--- config.mk ---
export PLATFORM = sky130hd
export DESIGN_NAME = cpuSystem
export DESIGN_NICKNAME = d
export VERILOG_FILES = /design/src/verilog/cpuPkg.sv /design/src/verilog/cpuControlIf.sv /design/src/verilog/controlUnit.sv /design/src/verilog/registerFile.sv /design/src/verilog/addressUnit.sv /design/src/verilog/memoryPort.sv /design/src/verilog/cpuSystem.sv
export SDC_FILE = /design/constraint.sdc
export NUM_CORES = 1
export LEC_CHECK = 0
export ABC_AREA = 1
export ABC_CLOCK_PERIOD_IN_PS = 3600
export BUFFER_PORTS_ARGS = -buffer_cell sky130_fd_sc_hd__buf_2
export CAP_MARGIN = 40
export CORE_ASPECT_RATIO = 0.8
export CORE_MARGIN = 2
export CORE_UTILIZATION = 24
export DETAILED_ROUTE_END_ITERATION = 8
export GPL_TIMING_DRIVEN = 0
export PLACE_DENSITY = 0.37
export SLEW_MARGIN = 40
export SYNTH_ARGS = -nofsm -noshare
export SYNTH_HDL_FRONTEND = slang
export SYNTH_SLANG_ARGS = --single-unit
--- constraint.sdc ---
create_clock -name Clock -period 3.6 [get_ports Clock]
set_input_delay 0.18 -clock Clock [delete_from_list [all_inputs] [get_ports Clock]]
set_output_delay 0.18 -clock Clock [all_outputs]
set_load 0.02 [all_outputs]
--- src/verilog/cpuPkg.sv ---
`default_nettype none

package cpuPkg;

    // ======================================================================
    // Data widths
    // ======================================================================
    typedef logic [7:0]  byteT;          // One memory byte
    typedef logic [15:0] wordT;          // General and data register value

    localparam int DefaultAddressWidth = 8;

    // ======================================================================
    // Opcodes that execute; everything else is a no-op
    // ======================================================================
    localparam logic [5:0] OpcodeLdal  = 6'h1E;
    localparam logic [5:0] OpcodeSta   = 6'h20;
    localparam logic [5:0] OpcodeLddrl = 6'h21;
    localparam logic [5:0] OpcodeStdr  = 6'h23;
    localparam logic [5:0] OpcodeStrim = 6'h24;

    // Phase bit positions in the one-hot sequencer
    localparam int PhaseCount = 7;
    localparam int PhaseT0 = 0;          // Fetch low byte
    localparam int PhaseT1 = 1;          // Fetch high byte
    localparam int PhaseT2 = 2;          // Decode
    localparam int PhaseT3 = 3;
    localparam int PhaseT4 = 4;
    localparam int PhaseT5 = 5;
    localparam int PhaseT6 = 6;

    // Instruction word, memory format or register format
    typedef union packed {
        struct packed {
            logic [5:0] opcode;
            logic [1:0] regSel;          // R1 to R4
            logic [7:0] address;         // Direct address or offset
        } memForm;
        struct packed {
            logic [5:0] opcode;
            logic [2:0] destReg;
            logic [2:0] srcReg1;
            logic [2:0] srcReg2;
            logic       unused;
        } regForm;
    } instructionT;

    // Memory address source
    localparam logic AddrSrcPc = 1'b0;
    localparam logic AddrSrcAr = 1'b1;

    // AR load source
    localparam logic [1:0] ArLoadAddress = 2'd0;  // Address field
    localparam logic [1:0] ArLoadData    = 2'd1;  // DR low byte
    localparam logic [1:0] ArLoadOffset  = 2'd2;  // AR plus address field

endpackage

`default_nettype wire

--- src/verilog/cpuControlIf.sv ---
`default_nettype none

interface cpuControlIf;

    logic [3:0]   regLoad;           // One-hot over R1 to R4
    logic [1:0]   regRead;
    logic         pcIncrement;
    logic         pcLoad;
    logic         arIncrement;
    logic         arLoad;
    logic [1:0]   arLoadSource;
    logic         addressSource;     // PC or AR onto the memory address
    logic         byteLane;          // 0 low byte, 1 high byte
    logic         drLoadLow;
    logic         drLoadHigh;
    logic         memWrite;
    logic         memSelect;
    cpuPkg::byteT immediate;         // Operand byte for PC and AR

    modport sequencer (
        output regLoad, regRead, pcIncrement, pcLoad, arIncrement, arLoad,
               arLoadSource, addressSource, byteLane, drLoadLow, drLoadHigh,
               memWrite, memSelect, immediate
    );

    modport registers (input regLoad, regRead);

    modport addressing (
        input pcIncrement, pcLoad, arIncrement, arLoad, arLoadSource, immediate
    );

    modport memory (
        input addressSource, byteLane, drLoadLow, drLoadHigh, memWrite, memSelect
    );

endinterface

`default_nettype wire

--- src/verilog/controlUnit.sv ---
`default_nettype none

module controlUnit (
    input  logic                Clock,
    input  logic                Reset,
    cpuControlIf.sequencer      ctrl,
    input  cpuPkg::byteT        readByte,
    input  cpuPkg::wordT        drValue
);

    localparam logic [cpuPkg::PhaseCount-1:0] FirstPhase = 1 << cpuPkg::PhaseT0;

    logic [cpuPkg::PhaseCount-1:0] phase;   // One-hot T0..T6
    cpuPkg::instructionT           ir;
    logic [5:0]                    opcode;
    logic                          lastPhase; // Return to T0 at next edge

    assign opcode = ir.memForm.opcode;

    // ======================================================================
    // Instruction register and phase sequencer
    // ======================================================================
    always_ff @(posedge Clock or posedge Reset) begin
        if (Reset) begin
            phase <= FirstPhase;
            ir    <= '0;
        end else begin
            if (phase[cpuPkg::PhaseT0]) ir[7:0]  <= readByte;
            if (phase[cpuPkg::PhaseT1]) ir[15:8] <= readByte;
            if (lastPhase)
                phase <= FirstPhase;
            else
                phase <= {phase[cpuPkg::PhaseCount-2:0], phase[cpuPkg::PhaseCount-1]};
        end
    end

    // ======================================================================
    // Control decode
    // ======================================================================
    always_comb begin
        ctrl.regLoad       = '0;
        ctrl.regRead       = ir.memForm.regSel;
        ctrl.pcIncrement   = 1'b0;
        ctrl.pcLoad        = 1'b0;
        ctrl.arIncrement   = 1'b0;
        ctrl.arLoad        = 1'b0;
        ctrl.arLoadSource  = cpuPkg::ArLoadAddress;
        ctrl.addressSource = cpuPkg::AddrSrcPc;
        ctrl.byteLane      = 1'b0;
        ctrl.drLoadLow     = 1'b0;
        ctrl.drLoadHigh    = 1'b0;
        ctrl.memWrite      = 1'b0;
        ctrl.memSelect     = 1'b0;
        ctrl.immediate     = ir.memForm.address;
        lastPhase          = 1'b0;

        case (1'b1)
            phase[cpuPkg::PhaseT0], phase[cpuPkg::PhaseT1]: begin
                ctrl.memSelect   = 1'b1;          // Fetch from PC
                ctrl.pcIncrement = 1'b1;
            end
            phase[cpuPkg::PhaseT2]: begin
                // Decode only, IR is complete
            end
            phase[cpuPkg::PhaseT3]: begin
                case (opcode)
                    cpuPkg::OpcodeLdal, cpuPkg::OpcodeSta: begin
                        ctrl.arLoad = 1'b1;        // AR from address field
                    end
                    cpuPkg::OpcodeLddrl: begin
                        ctrl.memSelect     = 1'b1;
                        ctrl.addressSource = cpuPkg::AddrSrcAr;
                        ctrl.drLoadLow     = 1'b1;
                        ctrl.arIncrement   = 1'b1;
                    end
                    cpuPkg::OpcodeStdr: begin
                        ctrl.immediate = drValue[7:0]; // PC takes DR low byte
                        case (ir.regForm.destReg)
                            3'd0: ctrl.pcLoad = 1'b1;
                            3'd1: ;                    // Former SP slot
                            3'd2, 3'd3: begin
                                ctrl.arLoad       = 1'b1;
                                ctrl.arLoadSource = cpuPkg::ArLoadData;
                            end
                            default: ctrl.regLoad = 4'b0001 << ir.regForm.destReg[1:0];
                        endcase
                        lastPhase = 1'b1;
                    end
                    cpuPkg::OpcodeStrim: begin
                        ctrl.arLoad       = 1'b1;
                        ctrl.arLoadSource = cpuPkg::ArLoadOffset;
                    end
                    default: lastPhase = 1'b1;     // Unused opcode
                endcase
            end
            phase[cpuPkg::PhaseT4], phase[cpuPkg::PhaseT5]: begin
                ctrl.memSelect     = 1'b1;
                ctrl.addressSource = cpuPkg::AddrSrcAr;
                ctrl.byteLane      = phase[cpuPkg::PhaseT5];
                ctrl.arIncrement   = phase[cpuPkg::PhaseT4];
                case (opcode)
                    cpuPkg::OpcodeLdal: begin
                        ctrl.drLoadLow  = phase[cpuPkg::PhaseT4];
                        ctrl.drLoadHigh = phase[cpuPkg::PhaseT5];
                    end
                    cpuPkg::OpcodeLddrl: begin
                        ctrl.drLoadHigh  = 1'b1;   // Only reached in T4
                        ctrl.arIncrement = 1'b0;
                        lastPhase        = 1'b1;
                    end
                    cpuPkg::OpcodeSta, cpuPkg::OpcodeStrim: begin
                        ctrl.memWrite = 1'b1;
                        lastPhase     = phase[cpuPkg::PhaseT5];
                    end
                    default: lastPhase = 1'b1;
                endcase
            end
            phase[cpuPkg::PhaseT6]: begin
                ctrl.regLoad = 4'b0001 << ir.memForm.regSel; // LDAL writeback
                lastPhase    = 1'b1;
            end
            default: lastPhase = 1'b1;
        endcase
    end

endmodule

`default_nettype wire

--- src/verilog/registerFile.sv ---
`default_nettype none

module registerFile (
    input  logic           Clock,
    input  logic           Reset,
    cpuControlIf.registers ctrl,
    input  cpuPkg::wordT   drValue,
    output cpuPkg::wordT   readData
);

    cpuPkg::wordT registers [4];   // R1 to R4

    // ======================================================================
    // Register write from DR
    // ======================================================================
    always_ff @(posedge Clock or posedge Reset) begin
        if (Reset) begin
            for (int i = 0; i < 4; i++) begin
                registers[i] <= '0;
            end
        end else begin
            for (int i = 0; i < 4; i++) begin
                if (ctrl.regLoad[i]) registers[i] <= drValue;
            end
        end
    end

    // Read port toward the memory write lane
    assign readData = registers[ctrl.regRead];

endmodule

`default_nettype wire

--- src/verilog/addressUnit.sv ---
`default_nettype none

module addressUnit #(
    parameter int AddressWidth = cpuPkg::DefaultAddressWidth
) (
    input  logic                    Clock,
    input  logic                    Reset,
    cpuControlIf.addressing         ctrl,
    input  cpuPkg::wordT            drValue,
    output logic [AddressWidth-1:0] pc,
    output logic [AddressWidth-1:0] ar
);

    logic [AddressWidth-1:0] operand;
    logic [AddressWidth-1:0] arNext;

    assign operand = AddressWidth'(ctrl.immediate);

    always_comb begin
        case (ctrl.arLoadSource)
            cpuPkg::ArLoadData:   arNext = AddressWidth'(drValue[7:0]);
            cpuPkg::ArLoadOffset: arNext = ar + operand;  // Wraps at address width
            default:              arNext = operand;
        endcase
    end

    // ======================================================================
    // PC and AR
    // ======================================================================
    always_ff @(posedge Clock or posedge Reset) begin
        if (Reset) begin
            pc <= '0;
            ar <= '0;
        end else begin
            if (ctrl.pcLoad)
                pc <= operand;        // DR low byte during STDR
            else if (ctrl.pcIncrement)
                pc <= pc + 1'b1;

            if (ctrl.arLoad)
                ar <= arNext;
            else if (ctrl.arIncrement)
                ar <= ar + 1'b1;
        end
    end

endmodule

`default_nettype wire

--- src/verilog/memoryPort.sv ---
`default_nettype none

module memoryPort #(
    parameter int AddressWidth = cpuPkg::DefaultAddressWidth
) (
    input  logic                    Clock,
    input  logic                    Reset,
    cpuControlIf.memory             ctrl,
    input  logic [AddressWidth-1:0] pc,
    input  logic [AddressWidth-1:0] ar,
    input  cpuPkg::wordT            readData,
    output logic [AddressWidth-1:0] MemAddress,
    output cpuPkg::byteT            MemWriteData,
    input  cpuPkg::byteT            MemReadData,
    output logic                    MemWrite,
    output logic                    MemSelect,
    output cpuPkg::wordT            drValue,
    output cpuPkg::byteT            readByte
);

    cpuPkg::wordT dr;

    assign MemAddress   = (ctrl.addressSource == cpuPkg::AddrSrcAr) ? ar : pc;
    assign MemWriteData = ctrl.byteLane ? readData[15:8] : readData[7:0]; // Low byte first
    assign MemWrite     = ctrl.memWrite;
    assign MemSelect    = ctrl.memSelect;
    assign readByte     = MemReadData;    // Instruction bytes go straight to IR
    assign drValue      = dr;

    // Data register, filled one byte per read
    always_ff @(posedge Clock or posedge Reset) begin
        if (Reset) begin
            dr <= '0;
        end else begin
            if (ctrl.drLoadLow)  dr[7:0]  <= MemReadData;
            if (ctrl.drLoadHigh) dr[15:8] <= MemReadData;
        end
    end

endmodule

`default_nettype wire

--- src/verilog/cpuSystem.sv ---
`default_nettype none

module cpuSystem #(
    parameter int AddressWidth = cpuPkg::DefaultAddressWidth
) (
    input  logic                    Clock,
    input  logic                    Reset,
    output logic [AddressWidth-1:0] MemAddress,
    output cpuPkg::byteT            MemWriteData,
    input  cpuPkg::byteT            MemReadData,
    output logic                    MemWrite,
    output logic                    MemSelect
);

    cpuPkg::wordT            readData;   // Selected register
    cpuPkg::wordT            drValue;
    cpuPkg::byteT            readByte;
    logic [AddressWidth-1:0] pc;
    logic [AddressWidth-1:0] ar;

    cpuControlIf ctrlBus ();

    // ======================================================================
    // Sequencer and datapath
    // ======================================================================
    controlUnit sequencer (
        .Clock, .Reset, .ctrl(ctrlBus.sequencer), .readByte, .drValue
    );

    registerFile registers (
        .Clock, .Reset, .ctrl(ctrlBus.registers), .drValue, .readData
    );

    addressUnit #(.AddressWidth(AddressWidth)) addressing (
        .Clock, .Reset, .ctrl(ctrlBus.addressing), .drValue, .pc, .ar
    );

    memoryPort #(.AddressWidth(AddressWidth)) memory (
        .Clock, .Reset, .ctrl(ctrlBus.memory), .pc, .ar, .readData,
        .MemAddress, .MemWriteData, .MemReadData, .MemWrite, .MemSelect,
        .drValue, .readByte
    );

endmodule

`default_nettype wire

Word level (Yosys, flattened, before mapping)
Index checks and enable logic that the tools add are counted.
- word-level logic and storage cells: 112
- register bits after elaboration: 119
- magnitude comparators: 1
- bitwise operators: 1
- $add $sub $neg: 3
- shift operators: 2
- muxes and demuxes: 74
- reductions and logical operators: 10
- eq/ne operators: 10
- operator list (cell ; count):
    8-bit two-way mux ; 10
    1-bit two-way mux ; 45
    16-bit binary-select mux with 2-bit select ; 1
    16-bit two-way mux ; 2
    4-bit two-way mux ; 7
    6-bit == test, second input constant ; 4
    8-bit by 1-bit adder with 8-bit output, second input constant ; 2
    8-bit one-hot mux with 2 select lines ; 1
    8-bit adder ; 1
    2-bit OR reduction ; 4
    4-bit OR reduction ; 2
    1-bit by 2-bit left shift with 4-bit output, first input constant ; 2
    7-bit two-way mux ; 1
    3-bit by 2-bit == test with 1-bit output, second input constant ; 2
    6-bit by 5-bit == test with 1-bit output, second input constant ; 1
    2-bit two-way mux ; 3
    1-bit one-hot mux with 2 select lines ; 3
    2-bit one-hot mux with 2 select lines ; 1
    2-bit nonzero test ; 2
    3-bit by 1-bit == test with 1-bit output, second input constant ; 1
    3-bit greater-or-equal comparator, second input constant ; 1
    3-bit zero test ; 1
    2-bit NOT with 3-bit output ; 1
    3-bit OR reduction ; 1
    2 further kinds ; 2

Depth between registers and ports, before layout
- word-level depth: 10
- depth in mapped cells: 20
- depth with buffers taken out: 19

Hierarchy
A second synthesis with hierarchy kept.
- cell total of the unflattened synthesis: 928
- area, all modules: 6710.2 µm²
- modules (own cells, without submodules) (module ; instances ; sequential area each (µm²) ; cells an instance ; area an instance (µm²)):
    registerFile ; 1 ; 1601.5 ; 393 ; 3031.7
    addressUnit ; 1 ; 400.4 ; 214 ; 1435.1
    controlUnit ; 1 ; 576.8 ; 190 ; 1343.8
    memoryPort ; 1 ; 400.4 ; 131 ; 899.6

Worst setup path after synthesis
Ideal clock, no wire load.
- path kind: register to register
- start point: reg sequencer.phase[0] (netlist name)
- end point: reg addressing.ar[4]
- required time: 3.477 ns
- library setup time: 0.123 ns
- arrival time: 2.455 ns
- slack: 1.022 ns
- stages on the path, launching flop included: 20
- buffers on the path: 2
- period minus slack after synthesis: 2.578 ns
- cell sequence: dfstp_2 buf_2 nor2_8 nand2_2 inv_2 nand2_4 buf_6 nand2_1 o21ai_1 ha_1 inv_1 fa_1 nor2_1 o21ai_0 nand2_1 a21oi_1 o21ai_0 o211ai_1 nand3_1 a21oi_1
- word-level cells in the longest chain between the ends: 5
- RTL lines (item ; RTL line ; text):
    start: declaration ; controlUnit.sv:13 ; logic [cpuPkg::PhaseCount-1:0] phase;
    start signal: assignment ; controlUnit.sv:25 ; phase <= FirstPhase;
    start signal: assignment ; controlUnit.sv:31 ; phase <= FirstPhase;
    start signal: assignment ; controlUnit.sv:33 ; phase <= {phase[cpuPkg::PhaseCount-2:0], phase[cpuPkg::PhaseCount-1]};
    2-bit OR reduction (*) ; controlUnit.sv:57 ; case (1'b1)
    8-bit two-way mux / 2-bit two-way mux (equally long branches) ; controlUnit.sv:57 ;
    8-bit adder, or another cell as far along ; addressUnit.sv:22 ; cpuPkg::ArLoadOffset: arNext = ar + operand;
    8-bit one-hot mux with 2 select lines ; addressUnit.sv:20 ; case (ctrl.arLoadSource)
    8-bit two-way mux ; addressUnit.sv:40 ; if (ctrl.arLoad)
    end signal: assignment ; addressUnit.sv:41 ; ar <= arNext;
    end signal: assignment ; addressUnit.sv:43 ; ar <= ar + 1'b1;
    end: declaration ; addressUnit.sv:11 ; output logic [AddressWidth-1:0] ar
Every way passes the cells marked *; elsewhere a longest branch is shown, timed or not.
A chain may end at the register's enable or synchronous reset.

Final worst setup path
- start point: reg sequencer.phase[0] (netlist name)
- end point: out MemWriteData[2]
- word-level cells in the longest chain between the ends: 3
- RTL lines (item ; RTL line ; text):
    2-bit OR reduction ; controlUnit.sv:57 ;
    1-bit two-way mux ; controlUnit.sv:57 ;
    8-bit two-way mux ; memoryPort.sv:24 ; assign MemWriteData = ctrl.byteLane ? readData[15:8] : readData[7:0];
    end: declaration ; cpuSystem.sv:9 ; output cpuPkg::byteT MemWriteData,
No other way between the ends.

==> flow_metrics.tcl <==
set metrics [dict create \
    nets 833 \
    tritoncts "done" \
    leakagePower_uw 0.00354 \
    utilization 0.294 \
    worstMarginPinSlew_ns 0.802 \
    route.detailed.drc 0 \
    finalSetupViolCount 0 \
    period_minus_slack_ns 3.14 \
    die_w_um 182 \
    worst-setup-path-type "reg2out" \
    synth.avg_cell_area_um2 8.06 \
    fin_skew_ns 0.0130 \
    rsz0062_at_grt "no" \
    vias_per_cell 4.63 \
    cap_violations 0 \
    slew_headroom 0.465 \
    post_cts_buffers 0 \
    avgRoutedWirePerCell_um 17.7 \
    worstSetupEndpointType "output pin" \
    n_antenna_cell 0 \
    globalRouteTotalUtil 0.161 \
    multi_input_area_um2 2630 \
    worstSkewPairLatency_ns 0.42 \
    die_h_um 147 \
    synth_fa_ha_area_frac 0.0258 \
    grt_max_degree 71 \
    drt_iter0_markers 343 \
    syn-cell-area_um2 6100 \
    syn_inst 757 \
    r2r_cells 19 \
    cp_slowest_stage_delay_ns 0.51 \
    grt.overflow.total 0 \
    period_share 0.872 \
    path_cells "buf_2, nor2_8, nand2_2, inv_2, buf_6, nand3_1, clkbuf_1, nand2_1, o21ai_0, buf_2" \
    ys_warn_count 0 \
    cp_max_fo 10 \
    synthSimpleGateAreaFrac 0.221 \
    synth_mux_area_frac 0 \
    clockBufferDepth 2 \
    ff2ff_setup_slack_ns 0.65 \
    synth_edf_count 0 \
    antenna_left 0 \
    dp_hpwl_um 14800 \
    r2r-end "addressing.ar[4]" \
    fin_cells 1148 \
    fill_cells 2785 \
    layout-drive-gt1-share 0.136 \
    ys.flop_type "dfrtp_1" \
    powerDensity_nw_per_um2 904 \
    startpoint "sequencer.phase[0]" \
    antenna_found_initial 0 \
    maxSlewViolCount 0 \
    regArea_um2 2980 \
    synth-seq-area-share 0.488 \
    core_area_um2 25100 \
    hold_violations 0 \
    cp.arrival_ns 2.96 \
    rows 52 \
    critPathMostFrequentCell "buf_2" \
    grt_pass1_vias 5274 \
    port_buffers 27 \
    ys_async_sr_fraction 1.00 \
    fmax_mhz 319 \
    synth-compound-area-share 0.178 \
    dp_cells 1109 \
    crit_end "MemWriteData[2]" \
    synth.distinct_cells 41 \
    h-tree-depth 4 \
    status "finished clean" \
    critical_path_required_ns 3.42 \
    grt_first_pass_wirelength_um 32100 \
    via_count 5316 \
    ioPinCount 28 \
    ctsResizeCount 0 \
    path_clk_slew_ns 0.06 \
    wl_um 20400 \
    area_growth_pct 21.1 \
    cts-root-buf "clkbuf_16" \
    cts_sinks 119 \
    synth-xor-area-share 0.00574 \
    cts_buffers 17 \
    synth_top_family_by_area "simple AND/OR/NAND/NOR gates" \
    syn-num-nets 779 \
    start_util 0.243 \
    crit_path_start_kind "register" \
    reg2reg_from "sequencer.phase[0]" \
    synth_seq_cells 119 \
    max-vdd-ir-drop_v 0.000313 \
    cp_slowest_cell "dfstp_2" \
    gp_congestion 0.757 \
    hold_class "in2reg" \
    power_uw 6680 \
    first_pass_iters 4 \
    die_area_um2 26700 \
]
synthesized netlist by cell type, drive strengths merged (2+ instances only):
| library cell | instances | area share |
|---|---|---|
| o31ai | 2 | 0.0025 |
| nor2 | 35 | 0.030 |
| dfrtp | 118 | 0.48 |
| a31oi | 3 | 0.0031 |
| nand2 | 206 | 0.13 |
| a22oi | 10 | 0.012 |
| a21oi | 24 | 0.021 |
| o21ai | 129 | 0.11 |
| ha | 11 | 0.023 |
| nand4 | 10 | 0.010 |
| buf | 16 | 0.017 |
| xor2 | 4 | 0.0057 |
| o22ai | 3 | 0.0031 |
| o211ai | 10 | 0.012 |
| clkbuf | 18 | 0.011 |
| nand3 | 57 | 0.048 |
| inv | 84 | 0.052 |
| a221oi | 8 | 0.011 |
worst min-delay path by stage:
stage	to	cells past startpoint	start	slack (ns)
6_report	sequencer.ir[15]	3	MemReadData[7]	0.02
3_3_place_gp	sequencer.ir[8]	3	MemReadData[0]	0.42
3_5_place_dp	registers.registers[27]	2	Reset	0.29
2_1_floorplan	sequencer.ir[10]	2	MemReadData[2]	0.30
4_1_cts	sequencer.ir[7]	3	MemReadData[7]	0.01
5_1_grt	sequencer.ir[7]	3	MemReadData[7]	0.04
cell families (layout without fill, tap and decap cells):
logic type / Yosys count / after routing
AOI/OAI and AO/OA: 193 / 193
adders and majority gates: 12 / 12
and+or+nand+nor: 310 / 310
xor gates and xnor gates: 4 / 4
DFF: 119 / 119
buffers and inverters: 119 / 186
critical path: cells and delay by family, from the launching register on:
| family | cells | cell delay, ns |
|---|---|---|
| DFF | 1 | 0.51 |
| and+or+nand+nor | 4 | 0.65 |
| buffers and inverters | 5 | 1.19 |
| AOI/OAI and AO/OA | 1 | 0.18 |
layout by cell type (no fill, tap or decap), drive strengths merged, types with 7 or more instances in the layout:
cell type    count
nand2          206
o21ai          129
dfrtp          118
inv             85
nand3           57
buf             44
clkbuf          39
nor2            35
a21oi           24
ha              11
nand4           10
o211ai          10
a22oi           10
a221oi           8
dlygate4sd3      7
per-layer routing:
layer / vias to the layer above / track usage / wire length (µm)
li1: 2642 / - / -
met4: 0 / 0.0387 / 187
met1: 2587 / 0.248 / 11000
met2: 76 / 0.231 / 8650
met5: - / 0 / 0
met3: 11 / 0.0262 / 574
sequential cells by signal, indices dropped and copies added (netlist names):
name                 cells
sequencer.phase          7
registers.registers     64
memory.drValue          16
addressing.ar            8
sequencer.ir            16
addressing.pc            8
stage by stage:
stage	hold slack (ns)	setup TNS [ns]	cell area, µm²	worst slack, ns
3_3_place_gp	0.415	-193.54	6640	-1.65
4_1_cts	0.0111	0	7390	0.463
3_5_place_dp	0.291	0	6680	0.597
5_1_grt	0.0370	0	7390	0.276
6_report	0.0154	0	7390	0.461
2_1_floorplan	0.297	0	6100	0.264
layout make-up:
type	instances	area share
sequential	119	0.403
multi-input combinational	519	0.356
clock buffer	21	0.0637
tap	324	0.0549
inverter	85	0.0442
timing repair buffer	35	0.0315
buffer	34	0.0235
clock inverter	11	0.0230
repair_timing:
action	CTS	global route
hold endpoints to repair	74	0
endpoints found under the setup margin	0	0
hold buffers	7	0
power breakdown:
part / internal, µW / switching (µW)
Combinational: 806 / 1770
Clock: 1210 / 652
Sequential: 1840 / 399
Total: 3860 / 2820
No activity file was read; power rests on OpenSTA's default activity.
